[src/logic/mel_pkg.sv]
package mel_pkg;

    // Frame and filterbank geometry
    localparam int NUM_BINS    = 64;
    localparam int BIN_W       = 6;
    localparam int NUM_FILTERS = 8;
    localparam int FILT_W      = 3;
    localparam int NUM_EDGES   = NUM_FILTERS + 2;
    localparam int SEG_W       = 4;

    // Datapath widths
    localparam int POWER_W      = 32;
    localparam int WEIGHT_W     = 16;
    localparam int UNITY_WEIGHT = 32768;
    localparam int PROD_W       = POWER_W + WEIGHT_W;
    localparam int ACC_W        = 56;
    localparam int LOG_W        = 16;
    localparam int LOG_FRAC_W   = 10;

    // Mel-spaced triangle edges, in bins
    localparam int MEL_EDGES [NUM_EDGES] = '{0, 2, 4, 7, 11, 16, 23, 32, 45, 64};

    // Segment j holds bins from edge j up to edge j+1, exclusive
    function automatic int mel_seg_of(int b);
        int seg;
        seg = 0;
        for (int j = 1; j < NUM_EDGES - 1; j++) begin
            if (b >= MEL_EDGES[j]) begin
                seg = j;
            end
        end
        return seg;
    endfunction

    // Rising weight of bin b inside segment seg, floor division
    function automatic logic [WEIGHT_W-1:0] mel_up_weight(int b, int seg);
        int span;
        int offs;
        span = MEL_EDGES[seg + 1] - MEL_EDGES[seg];
        offs = b - MEL_EDGES[seg];
        return WEIGHT_W'((offs * UNITY_WEIGHT) / span);
    endfunction

endpackage
[src/logic/log2_compress.sv]
`timescale 1ns/1ps

module log2_compress import mel_pkg::*; (
    input  logic              clk,
    input  logic              rst_n,
    input  logic              in_valid,
    input  logic [FILT_W-1:0] in_index,
    input  logic [ACC_W-1:0]  in_energy,
    output logic              out_valid,
    output logic [FILT_W-1:0] out_index,
    output logic [ACC_W-1:0]  out_energy,
    output logic [LOG_W-1:0]  out_log
);

    // Integer bits of the Q6.10 result
    localparam int INT_W = LOG_W - LOG_FRAC_W;

    logic [INT_W-1:0]      lead_pos;
    logic [ACC_W-1:0]      norm;
    logic [LOG_FRAC_W-1:0] frac;

    // Priority scan, highest set bit wins
    always_comb begin
        lead_pos = '0;
        for (int i = 0; i < ACC_W; i++) begin
            if (in_energy[i]) begin
                lead_pos = INT_W'(i);
            end
        end
    end

    // Shift the leading one to the MSB, zeros fill in below short values
    assign norm = in_energy << (ACC_W - 1 - lead_pos);
    assign frac = norm[ACC_W-2 -: LOG_FRAC_W];

    // Zero energy gives lead_pos 0 and an all-zero norm, hence log 0

    always_ff @(posedge clk or negedge rst_n) begin
        if (!rst_n) begin
            out_valid  <= 1'b0;
            out_index  <= '0;
            out_energy <= '0;
            out_log    <= '0;
        end else begin
            out_valid <= in_valid;
            if (in_valid) begin
                out_index  <= in_index;
                out_energy <= in_energy;
                out_log    <= {lead_pos, frac};
            end
        end
    end

endmodule

[config.mk]
export PLATFORM = sky130hd
export DESIGN_NAME = log2_compress
export DESIGN_NICKNAME = d
export VERILOG_FILES = /design/src/logic/mel_pkg.sv /design/src/logic/log2_compress.sv
export SDC_FILE = /design/constraint.sdc
export NUM_CORES = 1
export LEC_CHECK = 0
export ABC_AREA = 1
export BUFFER_PORTS_ARGS = -buffer_cell sky130_fd_sc_hd__buf_2
export CELL_PAD_IN_SITES_DETAIL_PLACEMENT = 0
export CELL_PAD_IN_SITES_GLOBAL_PLACEMENT = 1
export CORE_MARGIN = 2
export CORE_UTILIZATION = 35
export DETAILED_ROUTE_END_ITERATION = 8
export GPL_ROUTABILITY_DRIVEN = 0
export HOLD_SLACK_MARGIN = 0.05
export PLACE_DENSITY_LB_ADDON = 0.12
export SLEW_MARGIN = 10
export SYNTH_ARGS = -nofsm -noshare
export SYNTH_HDL_FRONTEND = slang
export SYNTH_SLANG_ARGS = --single-unit
export TNS_END_PERCENT = 30
[constraint.sdc]
create_clock -name clk -period 1.48 [get_ports clk]
set_input_delay 0.074 -clock clk [delete_from_list [all_inputs] [get_ports clk]]
set_output_delay 0.074 -clock clk [all_outputs]
set_load 0.03 [all_outputs]
==> metrics.txt <==
FF-to-FF Start=out_log[2]$_DFFE_PN0P_; CP max-delay cell=a21oi_4; grt met3 use=0.0380; row count=48; Synth Register Bits=76; CP required=1.78 ns; Fmax=257 MHz; TritonCTS sink count=76; DRT iter0 DRCs=615; WHS Endpoint=out_energy[3]$_DFFE_PN0P_; Max-cap violations=0; hold violation count in the final report=0; share of cells above drive strength 1=0.325; largest stage delay on the critical path=0.20 ns; root cell of the clock tree=clkbuf_16; Synthesized Nets=1077; final worst path period share=2.62; total congestion overflow=0; Max Slew Vio Count=0; busiest grt layer=met2; yosys warns=0; CP Capture Type=register; total track usage=0.249; met2 Usage GRT=0.424; CTS buffer count=9; DR vias/cell=4.98; Hold Path Stages=4; vias in the first global route=7138; residual DRC count=0; routed vias=7588; CTS max path bufs=2; Synth cell types=34; R2R Setup Slk=0.80 ns; wire per inst=15.2 um; power per cell area=812 nW/um^2; biggest area consumer among synthesized cells=dfrtp_1; H-Tree Depth=3; area added between synthesis and finish=50.5%; slew at the pin closest to its max-slew limit=0.424 ns; area share of the largest cell type after synthesis=0.312; ANT nets after route=0; initial core utilization=0.355; first-pass GRT wire length=36500 um; Rel. slew slack=0.718; worst-path fanout max=8; post-DP HPWL=16400 um; Total Power=7450 uW; worst reg-to-reg path cell count=2; antenna violations before repair=0; Crit path top cell by count=nand2_1; fin crit period=3.88 ns; status=finished with violations; worst min-delay path class=in -> reg; CP arrival=4.18 ns; Leakage=0.00482 uW; Core ar.=17200 um^2; filler cell count in the final layout=1836; Chip Height=136 um; Mean Syn Cell Area=6.01 um^2; Worst Clk Skew=0 ns; Critical path buffers and inverters=4; worst min-delay path startpoint=in_energy[3]; failing checks=setup timing; drt pass-1 iters=5; Area contributors post-synth=dfrtp_1 (31%), nand2_1 (22%), nand3_1 (22%); CTS tree=done; Ant. Diodes=0; Final setup viols=13; Crit Path Category=in -> reg; M1 GR Usage=0.327; port buffer count=137; Nets=1358; Worst-path clk slew=0.07 ns; RSZ-0062 raised after global routing=yes; family with the most delay on the worst path=simple AND/OR/NAND/NOR gates; die area=18500 um^2; Reg2Reg Capture Point=out_log[2]$_DFFE_PN0P_; pin count of the biggest net entering global routing=77; total wire length=23100 um; Die Wd=136 um; Final WS setup=-2.40 ns; synthesized cell area=6090 um^2; DP Worst Slack=-2.89 ns; Worst setup SP type=input port; latest clock arrival within the worst-skew pair=0.35 ns; Worst VDD drop=0.521 mV; Cells after Synth=1014; # IOs=138; sequential area share after synthesis=0.312
==> kinds of logic (layout without fill, tap and decap cells) <==
kind of cell    after synthesis  in the layout  synth area share
buf+inv                     131            413            0.0937
fa+ha+maj                     1              1           0.00205
compound gates               96             96            0.0842
simple gates                709            713             0.506
flops                        76             76             0.312
xor+xnor                      1              1           0.00144
==> layout make-up <==
cell class / instances / area, um^2 / area share
repair buffers: 326 / 2370 / 0.258
well taps: 225 / 282 / 0.0307
multi-input cells: 811 / 4010 / 0.437
clock inverters: 7 / 98.8 / 0.0108
clock buffers: 9 / 225 / 0.0246
inverters: 71 / 283 / 0.0308
flip-flops and latches: 76 / 1900 / 0.207
==> layout by cell type, fill, tap and decap left out, types with 12 or more instances in the layout <==
cell type / netlist / layout
clkbuf_16: 0 / 12
a21oi_1: 19 / 16
buf_12: 0 / 12
nand3_2: 7 / 35
nand3_1: 262 / 234
nor2_1: 63 / 54
inv_1: 64 / 61
dfrtp_1: 76 / 76
nand2_2: 2 / 23
buf_2: 12 / 133
buf_4: 3 / 160
nand2_1: 364 / 339
o21ai_0: 63 / 58
dlygate4sd3_1: 0 / 13
==> synth_stat cells, drive strengths merged <==
master and count:
a21boi 1, a21oi 20, a31oi 3, and2 1
buf 28, clkbuf 32, clkinv 6, dfrtp 76
ha 1, inv 65, nand2 368, nand3 269
nand3b 1, nand4 1, nor2 63, nor3 1
nor4 4, o211ai 2, o21ai 68, o21bai 1
o31ai 1, or2 1, xor2 1
==> worst max-delay path by stage <==
stage	startpoint	to	slack [ns]	cells after the start
after global routing	in_energy[2]	out_log[7]$_DFFE_PN0P_	-3.10	67
final	in_energy[2]	out_log[7]$_DFFE_PN0P_	-2.40	66
after CTS	in_energy[2]	out_log[6]$_DFFE_PN0P_	-2.45	67
after detailed placement	in_energy[2]	out_log[5]$_DFFE_PN0P_	-2.89	66
after global placement	in_energy[2]	out_log[4]$_DFFE_PN0P_	-2.88	65
after floorplan	in_energy[2]	out_log[9]$_DFFE_PN0P_	-1.95	64
==> stage by stage <==
stage | TNS [ns] | instances | hold slack, ns | instance area (um^2) | utilization
6_report | -26.85 | 1525 | 0.0685 | 9170 | 0.534
5_1_grt | -34.81 | 1525 | 0.103 | 9170 | 0.534
4_1_cts | -27.29 | 1520 | 0.0753 | 8790 | 0.512
3_5_place_dp | -33.94 | 1486 | 0.132 | 8150 | 0.475
3_3_place_gp | -33.74 | 1486 | 0.132 | 8150 | 0.475
2_1_floorplan | -21.74 | 1014 | -0.222 | 6120 | -
==> flip-flops by register name (all words and copies together) (netlist names) <==
signal / flops
out_energy: 56
out_log: 16
out_index: 3
out_valid: 1
==> worst reg2reg max path, stage by stage (launching register included) <==
cell and delay, ns:
dfrtp_1 0.43, nand2_1 0.09, nand2_1 0.06
==> timing repair <==
item	in CTS	in global routing
hold buffers	13	0
pin swaps	10	24
resized for setup	33	75
buffers inserted	2	1
hold endpoints to repair	88	0
setup endpoints to repair	14	14
gates cloned	3	5
==> report_power, final <==
| group | internal, uW | switching (uW) | leakage [uW] |
|---|---|---|---|
| registers | 2270 | 106 | 0.000917 |
| clock network | 1490 | 1010 | 0.000156 |
| logic | 966 | 1600 | 0.00375 |
| total | 4720 | 2720 | 0.00482 |
==> metal layers <==
layer | share of wire | routed length, um
met5 | 0 | 0
met4 | 0.021 | 474
met3 | 0.039 | 893
met2 | 0.48 | 11200
met1 | 0.46 | 10600
(Power assumes the default switching activity.)
