`config.mk`:
```
export PLATFORM = sky130hd
export DESIGN_NAME = mel_filterbank_flat
export DESIGN_NICKNAME = d
export VERILOG_FILES = /design/src/logic/mel_pkg.sv /design/src/logic/mel_bin_if.sv /design/src/logic/mel_filterbank.sv /design/src/logic/mel_weight_rom.sv /design/src/flat_wrapper.sv
export SDC_FILE = /design/constraint.sdc
export NUM_CORES = 2
export LEC_CHECK = 0
export BUFFER_PORTS_ARGS = -buffer_cell sky130_fd_sc_hd__buf_2
export CORE_MARGIN = 3
export CORE_UTILIZATION = 60
export CTS_CLUSTER_DIAMETER = 60
export DETAILED_ROUTE_END_ITERATION = 10
export GPL_TIMING_DRIVEN = 0
export PLACE_DENSITY = 0.83
export SLEW_MARGIN = 20
export SYNTH_ARGS = -nofsm -noshare
export SYNTH_HDL_FRONTEND = slang
export SYNTH_SLANG_ARGS = --single-unit
```
`constraint.sdc`:
```
create_clock -name clk -period 8.4 [get_ports clk]
set_input_delay 1.68 -clock clk [delete_from_list [all_inputs] [get_ports clk]]
set_output_delay 1.68 -clock clk [all_outputs]
set_load 0.02 [all_outputs]
```
`src/logic/mel_pkg.sv`:
```
package mel_pkg;

    // Frame and filterbank geometry
    localparam int NUM_BINS    = 64;
    localparam int BIN_W       = 6;
    localparam int NUM_FILTERS = 8;
    localparam int FILT_W      = 3;
    localparam int NUM_EDGES   = NUM_FILTERS + 2;
    localparam int SEG_W       = 4;

    // Datapath widths
    localparam int POWER_W      = 32;
    localparam int WEIGHT_W     = 16;
    localparam int UNITY_WEIGHT = 32768;
    localparam int PROD_W       = POWER_W + WEIGHT_W;
    localparam int ACC_W        = 56;
    localparam int LOG_W        = 16;
    localparam int LOG_FRAC_W   = 10;

    // Mel-spaced triangle edges, in bins
    localparam int MEL_EDGES [NUM_EDGES] = '{0, 2, 4, 7, 11, 16, 23, 32, 45, 64};

    // Segment j holds bins from edge j up to edge j+1, exclusive
    function automatic int mel_seg_of(int b);
        int seg;
        seg = 0;
        for (int j = 1; j < NUM_EDGES - 1; j++) begin
            if (b >= MEL_EDGES[j]) begin
                seg = j;
            end
        end
        return seg;
    endfunction

    // Rising weight of bin b inside segment seg, floor division
    function automatic logic [WEIGHT_W-1:0] mel_up_weight(int b, int seg);
        int span;
        int offs;
        span = MEL_EDGES[seg + 1] - MEL_EDGES[seg];
        offs = b - MEL_EDGES[seg];
        return WEIGHT_W'((offs * UNITY_WEIGHT) / span);
    endfunction

endpackage
```
`src/logic/mel_bin_if.sv`:
```
`timescale 1ns/1ps

interface mel_bin_if import mel_pkg::*; ();

    logic               valid;
    logic [BIN_W-1:0]   bin;
    logic [POWER_W-1:0] power;
    // High on the last bin of each segment
    logic               seg_last;

    modport src (
        output valid,
        output bin,
        output power,
        output seg_last
    );

    modport dst (
        input valid,
        input bin,
        input power,
        input seg_last
    );

endinterface

```
`src/logic/mel_filterbank.sv`:
```
`timescale 1ns/1ps

module mel_filterbank import mel_pkg::*; (
    input  logic              clk,
    input  logic              rst_n,
    mel_bin_if.dst            in,
    output logic              energy_valid,
    output logic [FILT_W-1:0] energy_index,
    output logic [ACC_W-1:0]  energy
);

    // Segment past the last rising edge, only falling slopes live here
    localparam logic [SEG_W-1:0] LAST_SEG = SEG_W'(NUM_FILTERS);

    logic [WEIGHT_W-1:0] up_weight;
    logic [WEIGHT_W-1:0] dn_weight;
    logic [SEG_W-1:0]    rom_seg;

    logic                s1_valid;
    logic                s1_last;
    logic [SEG_W-1:0]    s1_seg;
    logic [PROD_W-1:0]   s1_up_prod;
    logic [PROD_W-1:0]   s1_dn_prod;

    logic [ACC_W-1:0]    rise_acc;
    logic [ACC_W-1:0]    fall_acc;
    logic [ACC_W-1:0]    rise_sum;
    logic [ACC_W-1:0]    fall_sum;
    logic                rise_used;
    logic                fall_used;

    mel_weight_rom i_weight_rom (
        .bin       (in.bin),
        .up_weight (up_weight),
        .seg       (rom_seg)
    );

    // Up weight never reaches unity, so this stays within 16 bits
    assign dn_weight = WEIGHT_W'(UNITY_WEIGHT) - up_weight;

    // Stage 1: weighted products
    always_ff @(posedge clk or negedge rst_n) begin
        if (!rst_n) begin
            s1_valid <= 1'b0;
            s1_last  <= 1'b0;
            s1_seg   <= '0;
        end else begin
            s1_valid <= in.valid;
            if (in.valid) begin
                s1_last <= in.seg_last;
                s1_seg  <= rom_seg;
            end
        end
    end

    always_ff @(posedge clk) begin
        if (in.valid) begin
            s1_up_prod <= in.power * up_weight;
            s1_dn_prod <= in.power * dn_weight;
        end
    end

    // Filter j-1 falls and filter j rises over segment j
    assign rise_used = (s1_seg != LAST_SEG);
    assign fall_used = (s1_seg != '0);
    assign rise_sum  = rise_used ? rise_acc + ACC_W'(s1_up_prod) : rise_acc;
    assign fall_sum  = fall_used ? fall_acc + ACC_W'(s1_dn_prod) : fall_acc;

    // Stage 2: accumulate and hand off at segment ends
    always_ff @(posedge clk or negedge rst_n) begin
        if (!rst_n) begin
            rise_acc     <= '0;
            fall_acc     <= '0;
            energy_valid <= 1'b0;
            energy_index <= '0;
            energy       <= '0;
        end else begin
            energy_valid <= 1'b0;
            if (s1_valid) begin
                if (s1_last) begin
                    if (fall_used) begin
                        energy_valid <= 1'b1;
                        energy_index <= FILT_W'(s1_seg - 1'b1);
                        energy       <= fall_sum;
                    end
                    rise_acc <= '0;
                    // At frame end the rising slot is idle, so both clear
                    fall_acc <= rise_used ? rise_sum : '0;
                end else begin
                    rise_acc <= rise_sum;
                    fall_acc <= fall_sum;
                end
            end
        end
    end

endmodule

```
`src/logic/mel_weight_rom.sv`:
```
`timescale 1ns/1ps

module mel_weight_rom import mel_pkg::*; (
    input  logic [BIN_W-1:0]    bin,
    output logic [WEIGHT_W-1:0] up_weight,
    output logic [SEG_W-1:0]    seg
);

    typedef logic [NUM_BINS-1:0][WEIGHT_W-1:0] weight_table_t;
    typedef logic [NUM_BINS-1:0][SEG_W-1:0]    seg_table_t;

    function automatic weight_table_t build_weight_table();
        weight_table_t t;
        for (int b = 0; b < NUM_BINS; b++) begin
            t[b] = mel_up_weight(b, mel_seg_of(b));
        end
        return t;
    endfunction

    function automatic seg_table_t build_seg_table();
        seg_table_t t;
        for (int b = 0; b < NUM_BINS; b++) begin
            t[b] = SEG_W'(mel_seg_of(b));
        end
        return t;
    endfunction

    // Both tables are constants, evaluated at elaboration
    localparam weight_table_t UP_TABLE  = build_weight_table();
    localparam seg_table_t    SEG_TABLE = build_seg_table();

    assign up_weight = UP_TABLE[bin];
    assign seg       = SEG_TABLE[bin];

endmodule

```
`src/flat_wrapper.sv`:
```
// flat-port wrapper written by rule: the top's interface ports become plain ports
module mel_filterbank_flat import mel_pkg::*;
  (clk, rst_n, energy_valid, energy_index, energy, in_valid, in_bin, in_power, in_seg_last);
  mel_bin_if in_i ();
  input  logic clk;
  input  logic rst_n;
  output logic energy_valid;
  output logic [FILT_W-1:0] energy_index;
  output logic [ACC_W-1:0] energy;
  input wire logic [$bits(in_i.valid)-1:0] in_valid;
  input wire logic [$bits(in_i.bin)-1:0] in_bin;
  input wire logic [$bits(in_i.power)-1:0] in_power;
  input wire logic [$bits(in_i.seg_last)-1:0] in_seg_last;
  assign in_i.valid = in_valid;
  assign in_i.bin = in_bin;
  assign in_i.power = in_power;
  assign in_i.seg_last = in_seg_last;
  mel_filterbank u_core (.clk(clk), .rst_n(rst_n), .in(in_i), .energy_valid(energy_valid), .energy_index(energy_index), .energy(energy));
endmodule
```
==> flow_metrics.env <==
export IMPL_status="complete, but fails checks"
export IMPL_violations="negative setup slack"
export IMPL_grtUsageMet3=0.0894
export IMPL_synth_top_family_by_area="adder cells"
export IMPL_fmax_mhz=96.7
export IMPL_htree_levels=1
export IMPL_grt_use_total=0.380
export IMPL_yosysTopAreaCell="fa_1"
export IMPL_drc_errors=0
export IMPL_hold_violations=0
export IMPL_end_kind="flip-flop"
export IMPL_synth_xor_area_share=0.0332
export IMPL_arrival_ps=10630
export IMPL_final_period_utilization=1.23
export IMPL_timing_final_max_slew_violations=0
export IMPL_netlist_cell_type_count=92
export IMPL_core_area_um2=81100
export IMPL_cts_buffers=26
export IMPL_nets=7079
export IMPL_netlist_area_um2=49400
export IMPL_setup_violations=64
export IMPL_gp_congestion=1.02
export IMPL_netlist_instances=5620
export IMPL_worstSetupStartpointType="primary input"
export IMPL_first_pass_iters=7
export IMPL_initial_core_util=0.609
export IMPL_r2r_cells=13
export IMPL_dieArea_um2=85700
export IMPL_worstHoldPathCells=2
export IMPL_grt_overflow=0
export IMPL_synth_seq_cells=273
export IMPL_final_cell_mix="inv_1, nand2_1, fa_1, ha_1, and2_1"
export IMPL_worstHoldPathType="flip-flop to flip-flop"
export IMPL_worst_pin_slew_ps=1220
export IMPL_cts_sinks=273
export IMPL_io_buffers=71
export IMPL_syn_nets=6846
export IMPL_max_slew_margin=0.182
export IMPL_drt_initial_drc_count=4320
export IMPL_r2r_slack_ps=4100
export IMPL_synth_top_cell_area_share=0.328
export IMPL_grt_max_degree=71
export IMPL_drive_gt1_frac=0.112
export IMPL_grt_antenna_before_repair=4
export IMPL_clockRootBuffer="clkbuf_16"
export IMPL_fin_setup_tns_ps=-60280
export IMPL_rsz0062_at_grt="yes"
export IMPL_drt_total_wl_mm=165
export IMPL_cts_clk_slew_worst_paths_ps=70
export IMPL_use_met1=0.479
export IMPL_clock_latency_ps=570
export IMPL_grt_pass1_wl_mm=249
export IMPL_avgViaCountPerCell=6.16
export IMPL_synth_main_ff_cell="dfrtp_1"
export IMPL_ys_seq_area_frac=0.148
export IMPL_synthTopCellsByArea="fa_1, ha_1, dfrtp_1"
export IMPL_avgRoutedWirePerCell_um=23.8
export IMPL_top_usage_layer="met2"
export IMPL_clk_path_buf_depth=3
export IMPL_slowest_delay_ps=580
export IMPL_die_y_um=293
export IMPL_path_max_fanout=5
export IMPL_vias=42800
export IMPL_cts_tree="built"
export IMPL_die_x_um=293
export IMPL_synth_adder_area_share=0.423
export IMPL_async_reset_ff_frac=0.652
export IMPL_yosys_area_share_simple=0.165
export IMPL_crit_required_ps=8680
export IMPL_rows=104
export IMPL_synth_edff_count=95
export IMPL_synth_compound_area_frac=0.128
export IMPL_area_growth_pct=12.9
export IMPL_synth_area_per_cell_um2=8.78
export IMPL_cap_violations=0
export IMPL_synthMuxAreaShare=0.00900
export IMPL_post_dp_hpwl_mm=131
export IMPL_cpMaxStageDelayCell="fa_1"
export IMPL_use_met2=0.608
export IMPL_setup_ws_ps=-1950
export IMPL_mostFrequentLayoutCell="inv_1"
export IMPL_grt_pass1_vias=43600
export IMPL_ys_warn_count=0
export IMPL_clock_skew_ps=18.8
export IMPL_holdBufCountCts=0
export IMPL_critical_path_class="primary input to flip-flop"
export IMPL_io_pins=102
export IMPL_drtAntennaViolNets=0
export IMPL_period_needed_ps=10350
export IMPL_cp_common_cell="fa_1"
-- cells in the mapped netlist (72+ instances only) --
cell type  number
xor2_1         72
clkbuf_1      285
inv_1         902
a21o_1         91
and2_1        247
nor2_1        196
nand2_1       884
xnor2_1       115
nor2b_1       148
ha_1          375
edfxtp_1       95
o21ai_0       175
a21oi_1       258
fa_1          809
dfrtp_1       178
-- repair_timing --
item,CTS,global route
resized for setup,381,108
setup buffers,109,31
setup endpoints to repair,78,72
pin swaps,115,63
gates cloned,3,0
-- critical path, delay by kind of cell --
| kind | cells | cell delay [ps] |
|---|---|---|
| adders and majority gates | 9 | 3610 |
| AOI/OAI and AO/OA | 9 | 1800 |
| and+or+nand+nor | 7 | 1640 |
| buffers and inverters | 13 | 1450 |
| xor gates and xnor gates | 2 | 420 |
-- cell type report --
type                       instances  area [um2]
inverter                         908        3440
multi-input combinational       4116       39300
antenna                            4        10.0
timing repair buffer             213        1770
sequential                       273        7310
clock inverter                    10         126
buffer                           315        1620
tap                             1060        1330
clock buffer                      38         820
fill                            6159       25400
-- routing by layer --
metal | routed length [um] | part of all wire
met5 | 16 | 0.000097
met4 | 11800 | 0.072
met3 | 18600 | 0.11
met2 | 74000 | 0.45
met1 | 60400 | 0.37
-- state kept, by name (all words and copies together), names as in the netlist --
signal and flops:
u_core.energy 56, u_core.fall_acc 56, u_core.rise_acc 56, u_core.s1_dn_prod 48
u_core.s1_up_prod 47, u_core.s1_seg 4, u_core.energy_index 3, u_core.energy_valid 1
u_core.s1_last 1, u_core.s1_valid 1
-- path summary, 6_finish.rpt --
check                                      from               endpoint
min reg2reg                    u_core.energy[0]       u_core.energy[0]
max in group asynchronous                 rst_n     u_core.rise_acc[3]
min                            u_core.energy[0]       u_core.energy[0]
min in group asynchronous                 rst_n      u_core.energy[42]
max reg2reg                u_core.s1_dn_prod[0]    u_core.fall_acc[54]
max                                   in_bin[0]  u_core.s1_dn_prod[40]
-- stage by stage --
stage / worst slack [ps] / instances / hold slack [ps] / instance area, um2 / utilization
final: -1950 / 6937 / 476 / 55700 / 0.687
after global routing: -2100 / 6934 / 499 / 55700 / 0.687
after CTS: -1590 / 6909 / 482 / 55100 / 0.679
after detailed placement: -4620 / 6755 / 465 / 51600 / 0.636
after global placement: -4780 / 6751 / 456 / 51500 / 0.635
after floorplan: -1390 / 5620 / 440 / 49800 / -
-- cells by family (layout without fill, tap and decap cells) --
| family | Yosys count | in the layout |
|---|---|---|
| DFF | 273 | 273 |
| and+or+nand+nor | 1739 | 1739 |
| other | 0 | 4 |
| adders and majority gates | 1184 | 1184 |
| muxes | 41 | 41 |
| xor gates and xnor gates | 187 | 187 |
| buffers and inverters | 1231 | 1484 |
| AOI/OAI and AO/OA | 965 | 965 |
Power is left out: the tool's default activity adds up to more than one toggle a clock period on the data nets, which glitch-free logic cannot reach.
