## src/logic/mel_pkg.sv

```systemverilog
package mel_pkg;

    // Frame and filterbank geometry
    localparam int NUM_BINS    = 64;
    localparam int BIN_W       = 6;
    localparam int NUM_FILTERS = 8;
    localparam int FILT_W      = 3;
    localparam int NUM_EDGES   = NUM_FILTERS + 2;
    localparam int SEG_W       = 4;

    // Datapath widths
    localparam int POWER_W      = 32;
    localparam int WEIGHT_W     = 16;
    localparam int UNITY_WEIGHT = 32768;
    localparam int PROD_W       = POWER_W + WEIGHT_W;
    localparam int ACC_W        = 56;
    localparam int LOG_W        = 16;
    localparam int LOG_FRAC_W   = 10;

    // Mel-spaced triangle edges, in bins
    localparam int MEL_EDGES [NUM_EDGES] = '{0, 2, 4, 7, 11, 16, 23, 32, 45, 64};

    // Segment j holds bins from edge j up to edge j+1, exclusive
    function automatic int mel_seg_of(int b);
        int seg;
        seg = 0;
        for (int j = 1; j < NUM_EDGES - 1; j++) begin
            if (b >= MEL_EDGES[j]) begin
                seg = j;
            end
        end
        return seg;
    endfunction

    // Rising weight of bin b inside segment seg, floor division
    function automatic logic [WEIGHT_W-1:0] mel_up_weight(int b, int seg);
        int span;
        int offs;
        span = MEL_EDGES[seg + 1] - MEL_EDGES[seg];
        offs = b - MEL_EDGES[seg];
        return WEIGHT_W'((offs * UNITY_WEIGHT) / span);
    endfunction

endpackage
```

## src/logic/mel_bin_if.sv

```systemverilog
`timescale 1ns/1ps

interface mel_bin_if import mel_pkg::*; ();

    logic               valid;
    logic [BIN_W-1:0]   bin;
    logic [POWER_W-1:0] power;
    // High on the last bin of each segment
    logic               seg_last;

    modport src (
        output valid,
        output bin,
        output power,
        output seg_last
    );

    modport dst (
        input valid,
        input bin,
        input power,
        input seg_last
    );

endinterface

```

## src/logic/bin_power.sv

```systemverilog
`timescale 1ns/1ps

module bin_power import mel_pkg::*; #(
    parameter int SAMPLE_W = 16
) (
    input  logic                       clk,
    input  logic                       rst_n,
    input  logic                       in_valid,
    input  logic signed [SAMPLE_W-1:0] re,
    input  logic signed [SAMPLE_W-1:0] im,
    mel_bin_if.src                     out
);

    localparam int SQ_W = 2 * SAMPLE_W;

    logic signed [SQ_W-1:0] re_sq;
    logic signed [SQ_W-1:0] im_sq;
    logic [SQ_W:0]          power_sum;
    logic [BIN_W-1:0]       bin_cnt;
    logic [BIN_W:0]         next_bin;
    logic                   at_edge;

    assign re_sq = re * re;
    assign im_sq = im * im;

    // Both squares are non-negative, so add them unsigned
    assign power_sum = {1'b0, re_sq} + {1'b0, im_sq};

    // One bit wider so that bin 63 sees next index 64
    assign next_bin = {1'b0, bin_cnt} + 1'b1;

    always_comb begin
        at_edge = 1'b0;
        for (int j = 1; j < NUM_EDGES; j++) begin
            if (int'(next_bin) == MEL_EDGES[j]) begin
                at_edge = 1'b1;
            end
        end
    end

    always_ff @(posedge clk or negedge rst_n) begin
        if (!rst_n) begin
            bin_cnt      <= '0;
            out.valid    <= 1'b0;
            out.bin      <= '0;
            out.seg_last <= 1'b0;
        end else begin
            out.valid <= in_valid;
            if (in_valid) begin
                out.bin      <= bin_cnt;
                out.seg_last <= at_edge || (bin_cnt == BIN_W'(NUM_BINS - 1));
                // Wraps to bin 0 after bin 63
                bin_cnt      <= bin_cnt + 1'b1;
            end
        end
    end

    always_ff @(posedge clk) begin
        if (in_valid) begin
            out.power <= POWER_W'(power_sum);
        end
    end

endmodule

```

## src/flat_wrapper.sv

```systemverilog
// flat-port wrapper written by rule: the top's interface ports become plain ports
module bin_power_flat import mel_pkg::*;
#(
    parameter int SAMPLE_W = 16
)
  (clk, rst_n, in_valid, re, im, out_valid, out_bin, out_power, out_seg_last);
  mel_bin_if out_i ();
  input  logic clk;
  input  logic rst_n;
  input  logic in_valid;
  input  logic signed [SAMPLE_W-1:0] re;
  input  logic signed [SAMPLE_W-1:0] im;
  output wire logic [$bits(out_i.valid)-1:0] out_valid;
  output wire logic [$bits(out_i.bin)-1:0] out_bin;
  output wire logic [$bits(out_i.power)-1:0] out_power;
  output wire logic [$bits(out_i.seg_last)-1:0] out_seg_last;
  assign out_valid = out_i.valid;
  assign out_bin = out_i.bin;
  assign out_power = out_i.power;
  assign out_seg_last = out_i.seg_last;
  bin_power #(.SAMPLE_W(SAMPLE_W)) u_core (.clk(clk), .rst_n(rst_n), .in_valid(in_valid), .re(re), .im(im), .out(out_i));
endmodule
```

## config.mk

```make
export PLATFORM = sky130hd
export DESIGN_NAME = bin_power_flat
export DESIGN_NICKNAME = d
export VERILOG_FILES = /design/src/logic/mel_pkg.sv /design/src/logic/mel_bin_if.sv /design/src/logic/bin_power.sv /design/src/flat_wrapper.sv
export SDC_FILE = /design/constraint.sdc
export NUM_CORES = 1
export LEC_CHECK = 0
export BUFFER_PORTS_ARGS = -buffer_cell sky130_fd_sc_hd__buf_4
export CAP_MARGIN = 10
export CORE_MARGIN = 5
export CORE_UTILIZATION = 60
export DETAILED_ROUTE_END_ITERATION = 8
export PLACE_DENSITY_LB_ADDON = 0.08
export SLEW_MARGIN = 20
export SYNTH_ARGS = -nofsm -noshare
export SYNTH_HDL_FRONTEND = slang
export SYNTH_SLANG_ARGS = --single-unit
```

## constraint.sdc

```tcl
create_clock -name clk -period 5.37 [get_ports clk]
set_input_delay 1.611 -clock clk [delete_from_list [all_inputs] [get_ports clk]]
set_output_delay 1.611 -clock clk [all_outputs]
set_load 0.005 [all_outputs]
```

==> metrics.txt, run 1 <==
Die Footprint=0.0358 sq mm; cell types with the highest counts after synthesis=sky130_fd_sc_hd__inv_1, sky130_fd_sc_hd__fa_1, sky130_fd_sc_hd__nand2_1; fill cell total of the finished layout=2045; DP Worst Slack=-2.98 ns; Num CTS Buffers=5; share of post-route cells with drive strength above 1=0.306; final hold vios=0; global-route wire length before repair=80300 um; Clock Root Buffer=sky130_fd_sc_hd__clkbuf_16; clock net sink count=46; kind of critical path=in2reg; initial antenna violation count=0; total routed wirelength=48100 um; Post-Synthesis Mean Instance Area=9.96 sq um; Unique masters post-synth=54; placement-stage cell area=0.0230 sq mm; initial cell density of the core=0.609; critical path startpoint category=primary input; minimum setup slack in the final design=-2.55 ns; type of the worst min-delay path=reg2reg; top fanout value on the critical path=9; synthesized flop and latch total=46; area occupied by multi-input gates=0.0164 sq mm; via count of the first global-routing pass=15882; Synth-to-Final Area Change=28.5%; core outline area=between 0.03 and 0.04 sq mm; Yosys top cell area share=0.541; sum of overflow across all layers after global routing=0; most used standard cell by instance count after synthesis=sky130_fd_sc_hd__inv_1; wire length per cell after detailed routing=17.6 um; count of max-cap constraint violations=0; number of enable-type register cells in the synthesized netlist=32; Critical Path End Type=register; half-perimeter wire length of the detailed placement result=roughly 42000 um; Clk Latency, worst-skew pair=0.28 ns; ranking of synthesized cells by area=sky130_fd_sc_hd__fa_1, sky130_fd_sc_hd__inv_1, sky130_fd_sc_hd__ha_1, sky130_fd_sc_hd__edfxtp_1, sky130_fd_sc_hd__nand2_1; total number of H-tree levels=2; pin count of the biggest net entering global routing=around 50; CTS tree=yes; drc violations=0; outcome=finished, violations left; fraction of the yosys area taken by sequential cells=0.0681; biggest area consumer among synthesized cells=sky130_fd_sc_hd__fa_1; most used cell along the critical path=sky130_fd_sc_hd__fa_1; Final Max Tran Viols=0; number of standard cells after synthesis=1934; routability-driven placement congestion ratio=0.933; clock transition at the registers of the reported paths=0.06 ns; minimum clock period after layout=7.92 ns; setup repair after global routing missed its margin=yes; cells along the critical path=buf_12, buf_12, buf_4, nand2_1, fa_1, inv_1, fa_1, fa_2, fa_2, fa_1, fa_1, fa_1, inv_1, fa_1, inv_2, ha_4, a21o_1, a21o_1, a221o_1, a211o_1, a21oi_2, o31a_1, xnor2_1; Iteration-0 DRC Markers=823; DR vias/cell=5.04; post-route design area=0.0247 sq mm; top-level I/O count=between 70 and 80; delay contributed by the slowest stage of the critical path=0.63 ns; number of nets produced by synthesis=approximately 2600; Post-synth top flop=sky130_fd_sc_hd__edfxtp_1; router iterations before antenna repair=7; remaining antenna violation count after routing=0; maximum operating frequency=~130 MHz; worst setup skew after layout=0.00232 ns; endpoint arrival time on the critical path=7.96 ns; count of antenna diodes in the layout=0; post-layout net count=3034; Required @ worst endpoint=5.41 ns; Bufs on Longest Clock Path=2; die height=189 um; share of synthesized registers carrying an async set or reset=0.304; mapped cell area=0.0193 sq mm; number of I/O port buffers=74; Slowest cell on crit path=sky130_fd_sc_hd__fa_2; worst-case headroom to the max-slew limit=0.624; number of endpoints failing setup at the final stage=27; horizontal die dimension=189 um; cts hold-fix bufs=0; worst-case hold slack=about 0.5 ns; transition time of the tightest slew-check pin=0.564 ns; GRT Overall Usage=0.282; violations in the final reports=negative setup slack; total number of vias=roughly 14000; area taken by flip-flops and latches=0.00131 sq mm; # rows=65; final clock period utilization by the worst path=1.48; number of warnings reported in the yosys synthesis log=0
## state kept, by name, summed over array words and instances (netlist names)
register,count
u_core.out.seg_last,1
u_core.out.bin,6
u_core.out.valid,1
u_core.bin_cnt,6
u_core.out.power,32
## layout make-up
cell class / instances / share of cell area
timing repair buffer: 437 / 0.157
multi-input combinational: 1179 / 0.662
inverter: 659 / 0.101
clock buffer: 5 / 0.00506
sequential: 46 / 0.0530
clock inverter: 3 / 0.00162
tap: 402 / 0.0203
## per-layer routing
metal	vias up	global-route usage	routed length, um
met5	-	0	0
met4	0	0.0617	1280
met3	81	0.0428	2960
met2	372	0.479	23400
met1	7056	0.392	20500
li1	6253	-	-
## metrics by stage
stage | instances | setup TNS, ns | util
6_report | 2731 | -53.53 | 0.782
5_1_grt | 2731 | -57.83 | 0.782
4_1_cts | 2722 | -53.01 | 0.769
3_5_place_dp | 2665 | -63.48 | 0.726
3_3_place_gp | 2665 | -62.06 | 0.726
2_1_floorplan | 1934 | -49.16 | -
## final timing paths
check                                  endpoint  slack, ns  cells past startpoint                 from
min reg2reg                 u_core.out.seg_last       0.50                      1  u_core.out.seg_last
max reg2reg                 u_core.out.seg_last       3.35                      7    u_core.bin_cnt[2]
min in group asynchronous     u_core.bin_cnt[2]       1.16                      1                rst_n
min                         u_core.out.seg_last       0.50                      1  u_core.out.seg_last
max in group asynchronous   u_core.out.seg_last       4.04                      1                rst_n
max                        u_core.out.power[29]      -2.55                     23               im[15]
## placed cells by master, fill, tap and decap left out, types with 27 or more instances in the layout
master	netlist	routed
sky130_fd_sc_hd__and2_1	92	76
sky130_fd_sc_hd__buf_4	0	351
sky130_fd_sc_hd__inv_1	658	595
sky130_fd_sc_hd__xnor2_1	52	47
sky130_fd_sc_hd__nand2_1	156	113
sky130_fd_sc_hd__fa_1	520	479
sky130_fd_sc_hd__ha_1	151	116
sky130_fd_sc_hd__nand2_2	0	27
sky130_fd_sc_hd__buf_6	0	48
sky130_fd_sc_hd__inv_2	0	56
sky130_fd_sc_hd__ha_4	0	32
sky130_fd_sc_hd__fa_2	0	41
sky130_fd_sc_hd__nor2_1	41	34
sky130_fd_sc_hd__edfxtp_1	32	32
## cell families (layout without fill, tap and decap cells)
group,after synthesis,count (layout),share of synthesized area
buf+inv,709,1104,0.138
fa+ha+maj,671,671,0.639
simple gates,336,336,0.0830
compound gates,92,92,0.0345
xor+xnor,70,70,0.0318
flops,46,46,0.0681
mux,9,9,0.00520
other cells,1,1,0.000195
## critical path: cells and delay by family
kind	cells	cell delay [ns]
XOR/XNOR	1	0.06
adder cells (fa/ha/maj)	9	4.36
AND/OR/NAND/NOR	1	0.08
buffers and inverters	6	0.57
AO/OA/AOI/OAI	6	1.26
## timing repair
item,4_1_cts,5_1_grt
gates cloned,2,0
gates resized for setup,216,91
setup buffers,56,18
setup endpoints to repair,27,27
hold endpoints to repair,0,0
pin swaps,131,62
Power of run 1 is left out: the tool's default activity adds up to more than one toggle a clock period on the data nets, which glitch-free logic cannot reach.
==> run 2: changes to the inputs <==
--- a/config.mk
+++ b/config.mk
@@ -5,13 +5,13 @@
 export SDC_FILE = /design/constraint.sdc
 export NUM_CORES = 1
 export LEC_CHECK = 0
+export ABC_AREA = 1
 export BUFFER_PORTS_ARGS = -buffer_cell sky130_fd_sc_hd__buf_4
 export CAP_MARGIN = 10
 export CORE_MARGIN = 5
-export CORE_UTILIZATION = 60
+export CORE_UTILIZATION = 50
 export DETAILED_ROUTE_END_ITERATION = 8
 export PLACE_DENSITY_LB_ADDON = 0.08
-export SLEW_MARGIN = 20
 export SYNTH_ARGS = -nofsm -noshare
 export SYNTH_HDL_FRONTEND = slang
 export SYNTH_SLANG_ARGS = --single-unit
==> run 2 against run 1 <==
Effect of this change:
- the run still ends with negative setup slack left
- sequential cell count did not move
- count of clock-buffer cells in the layout rose by 1
- register-to-register slack improved by 0.35 ns
- area after synthesis rose by 2.3%
==> metrics.txt, run 2 <==
mapped cell area=0.0197 sq mm; most frequent cells in the layout=sky130_fd_sc_hd__inv_1, sky130_fd_sc_hd__fa_1, sky130_fd_sc_hd__buf_4; total routed wirelength=51900 um; Top Registers=u_core.out.power x32, u_core.bin_cnt x6, u_core.out.bin x6; Unique masters post-synth=44; global-route wire length before repair=85600 um; Die Footprint=0.0435 sq mm; count of antenna diodes in the layout=0; worst setup skew after layout=~0.0053 ns; # rows=72; sum of overflow across all layers after global routing=0; top fanout value on the critical path=7; total number of vias=around 15000; wire length per cell after detailed routing=about 17 um; Slowest cell on crit path=sky130_fd_sc_hd__fa_2; Iteration-0 DRC Markers=around 660; GRT Overall Usage=0.246; final clock period utilization by the worst path=1.40; ranking of synthesized cells by area=sky130_fd_sc_hd__fa_1, sky130_fd_sc_hd__inv_1, sky130_fd_sc_hd__ha_1, sky130_fd_sc_hd__nand2_1, sky130_fd_sc_hd__edfxtp_1; largest register by flop count=u_core.out.power; router iterations before antenna repair=5; number of enable-type register cells in the synthesized netlist=32; DR vias/cell=4.75; via count of the first global-routing pass=16539; synthesized flop and latch total=46; kind of critical path=in2reg; routability-driven placement congestion ratio=0.909; initial antenna violation count=0; maximum operating frequency=133 MHz; type of the worst min-delay path=reg2reg; remaining antenna violation count after routing=0; cell types with the highest counts after synthesis=sky130_fd_sc_hd__inv_1, sky130_fd_sc_hd__fa_1, sky130_fd_sc_hd__nand2_1; CTS tree=yes; count of max-cap constraint violations=0; biggest area consumer among synthesized cells=sky130_fd_sc_hd__fa_1; Num CTS Buffers=5; Final Max Tran Viols=0; minimum clock period after layout=approximately 7.5 ns; setup repair after global routing missed its margin=yes; share of synthesized registers carrying an async set or reset=0.304; most common library cell in the layout ignoring fill and taps=sky130_fd_sc_hd__inv_1; violations in the final reports=negative setup slack; Clock Root Buffer=sky130_fd_sc_hd__clkbuf_16; clock transition at the registers of the reported paths=roughly 0.070 ns; cts hold-fix bufs=0; outcome=finished, violations left; Synth-to-Final Area Change=30.5%; endpoint arrival time on the critical path=7.54 ns; Clk Latency, worst-skew pair=0.29 ns; number of I/O port buffers=74; top-level I/O count=between 70 and 80; delay contributed by the slowest stage of the critical path=between 0.5 and 0.6 ns; drc violations=0; minimum setup slack in the final design=-2.13 ns; Post-Synthesis Mean Instance Area=9.03 sq um; FF-to-FF setup slack=3.70 ns; share of post-route cells with drive strength above 1=0.303; Bufs on Longest Clock Path=2; number of warnings reported in the yosys synthesis log=0; fraction of the yosys area taken by sequential cells=0.0665; number of standard cells after synthesis=2182; core outline area=between 0.03 and 0.04 sq mm; number of endpoints failing setup at the final stage=27; horizontal die dimension=209 um; half-perimeter wire length of the detailed placement result=45300 um; max FFs per register=32; Critical Path End Type=register; critical path startpoint category=primary input; post-layout net count=3270; final hold vios=0; clock net sink count=46; die height=209 um; Post-synth top flop=sky130_fd_sc_hd__edfxtp_1; DP Worst Slack=-2.68 ns; total number of H-tree levels=2; pin count of the biggest net entering global routing=41; number of nets produced by synthesis=2888; Required @ worst endpoint=roughly 5.4 ns; initial cell density of the core=0.508; Yosys top cell area share=0.528; most used cell along the critical path=sky130_fd_sc_hd__fa_1; most used standard cell by instance count after synthesis=sky130_fd_sc_hd__inv_1
[run 2: changes by cell type in the layout (fill, tap and decap cells not counted), moves of 16 or more]
cell                      delta
sky130_fd_sc_hd__and2_1     -76
sky130_fd_sc_hd__nand2_1   +174
sky130_fd_sc_hd__nand2_2    +30
sky130_fd_sc_hd__inv_1     +112
sky130_fd_sc_hd__xnor2_1    -36
sky130_fd_sc_hd__buf_4      -19
sky130_fd_sc_hd__and2_4     -16
sky130_fd_sc_hd__nand3_1    +17
sky130_fd_sc_hd__inv_2      +17
[run 2: worst paths after layout]
check	cells past startpoint	startpoint	endpoint
max	27	im[15]	u_core.out.power[31]
max in group asynchronous	1	rst_n	u_core.bin_cnt[1]
min reg2reg	2	u_core.out.bin[5]	u_core.out.bin[5]
min in group asynchronous	1	rst_n	u_core.out.seg_last
max reg2reg	8	u_core.bin_cnt[0]	u_core.out.seg_last
min	2	u_core.out.bin[5]	u_core.out.bin[5]
[run 2: repair_timing]
action	in CTS	in global routing
setup endpoints to repair	27	27
buffers inserted	64	18
pin swaps	139	119
resized for setup	256	146
endpoints found under the hold margin	0	0
cloned	6	0
[run 2: logic make-up (layout without fill, tap and decap cells)]
family / count (synthesis) / in the layout / synth area share
buf+inv: 850 / 1233 / 0.162
fa+ha+maj: 671 / 671 / 0.624
simple gates: 476 / 476 / 0.0987
compound gates: 89 / 89 / 0.0257
xor+xnor: 49 / 49 / 0.0225
flops: 46 / 46 / 0.0665
other cells: 1 / 1 / 0.000190
[run 2: critical path, delay by kind of cell]
kind | cells | cell delay [ns]
buffers and inverters | 10 | 0.74
AO/OA/AOI/OAI | 4 | 0.59
AND/OR/NAND/NOR | 4 | 0.26
adder cells (fa/ha/maj) | 9 | 4.32
[run 2: cell type report]
class | count | area (sq um)
Timing Repair inverter | 1 | 7.51
Timing Repair Buffer | 436 | 4090
Fill cell | 3184 | 13100
Multi-Input combinational cell | 1286 | 16500
Sequential cell | 46 | 1310
Clock buffer | 6 | 129
Clock inverter | 2 | 13.8
Inverter | 788 | 2980
Tap cell | 518 | 648
[run 2: metal layers]
metal | GRT usage | vias to the layer above | share of wire
li1 | - | 6826 | -
met1 | 0.333 | 7455 | 0.42
met2 | 0.437 | 282 | 0.51
met3 | 0.0230 | 72 | 0.040
met4 | 0.0530 | 0 | 0.025
met5 | 0 | - | 0
[run 2: per-stage QoR]
| stage | utilization | hold slack, ns | TNS [ns] | std cells | cell area [sq um] |
|---|---|---|---|---|---|
| after floorplan | - | 0.465 | -46.07 | 2182 | 20700 |
| after global placement | 0.604 | 0.456 | -59.17 | 2993 | 23500 |
| after detailed placement | 0.604 | 0.465 | -60.16 | 2993 | 23500 |
| after CTS | 0.647 | 0.482 | -48.51 | 3070 | 25100 |
| after global routing | 0.662 | 0.506 | -52.14 | 3083 | 25700 |
| final | 0.662 | 0.480 | -48.10 | 3083 | 25700 |
Power of run 2 is left out for the same reason.
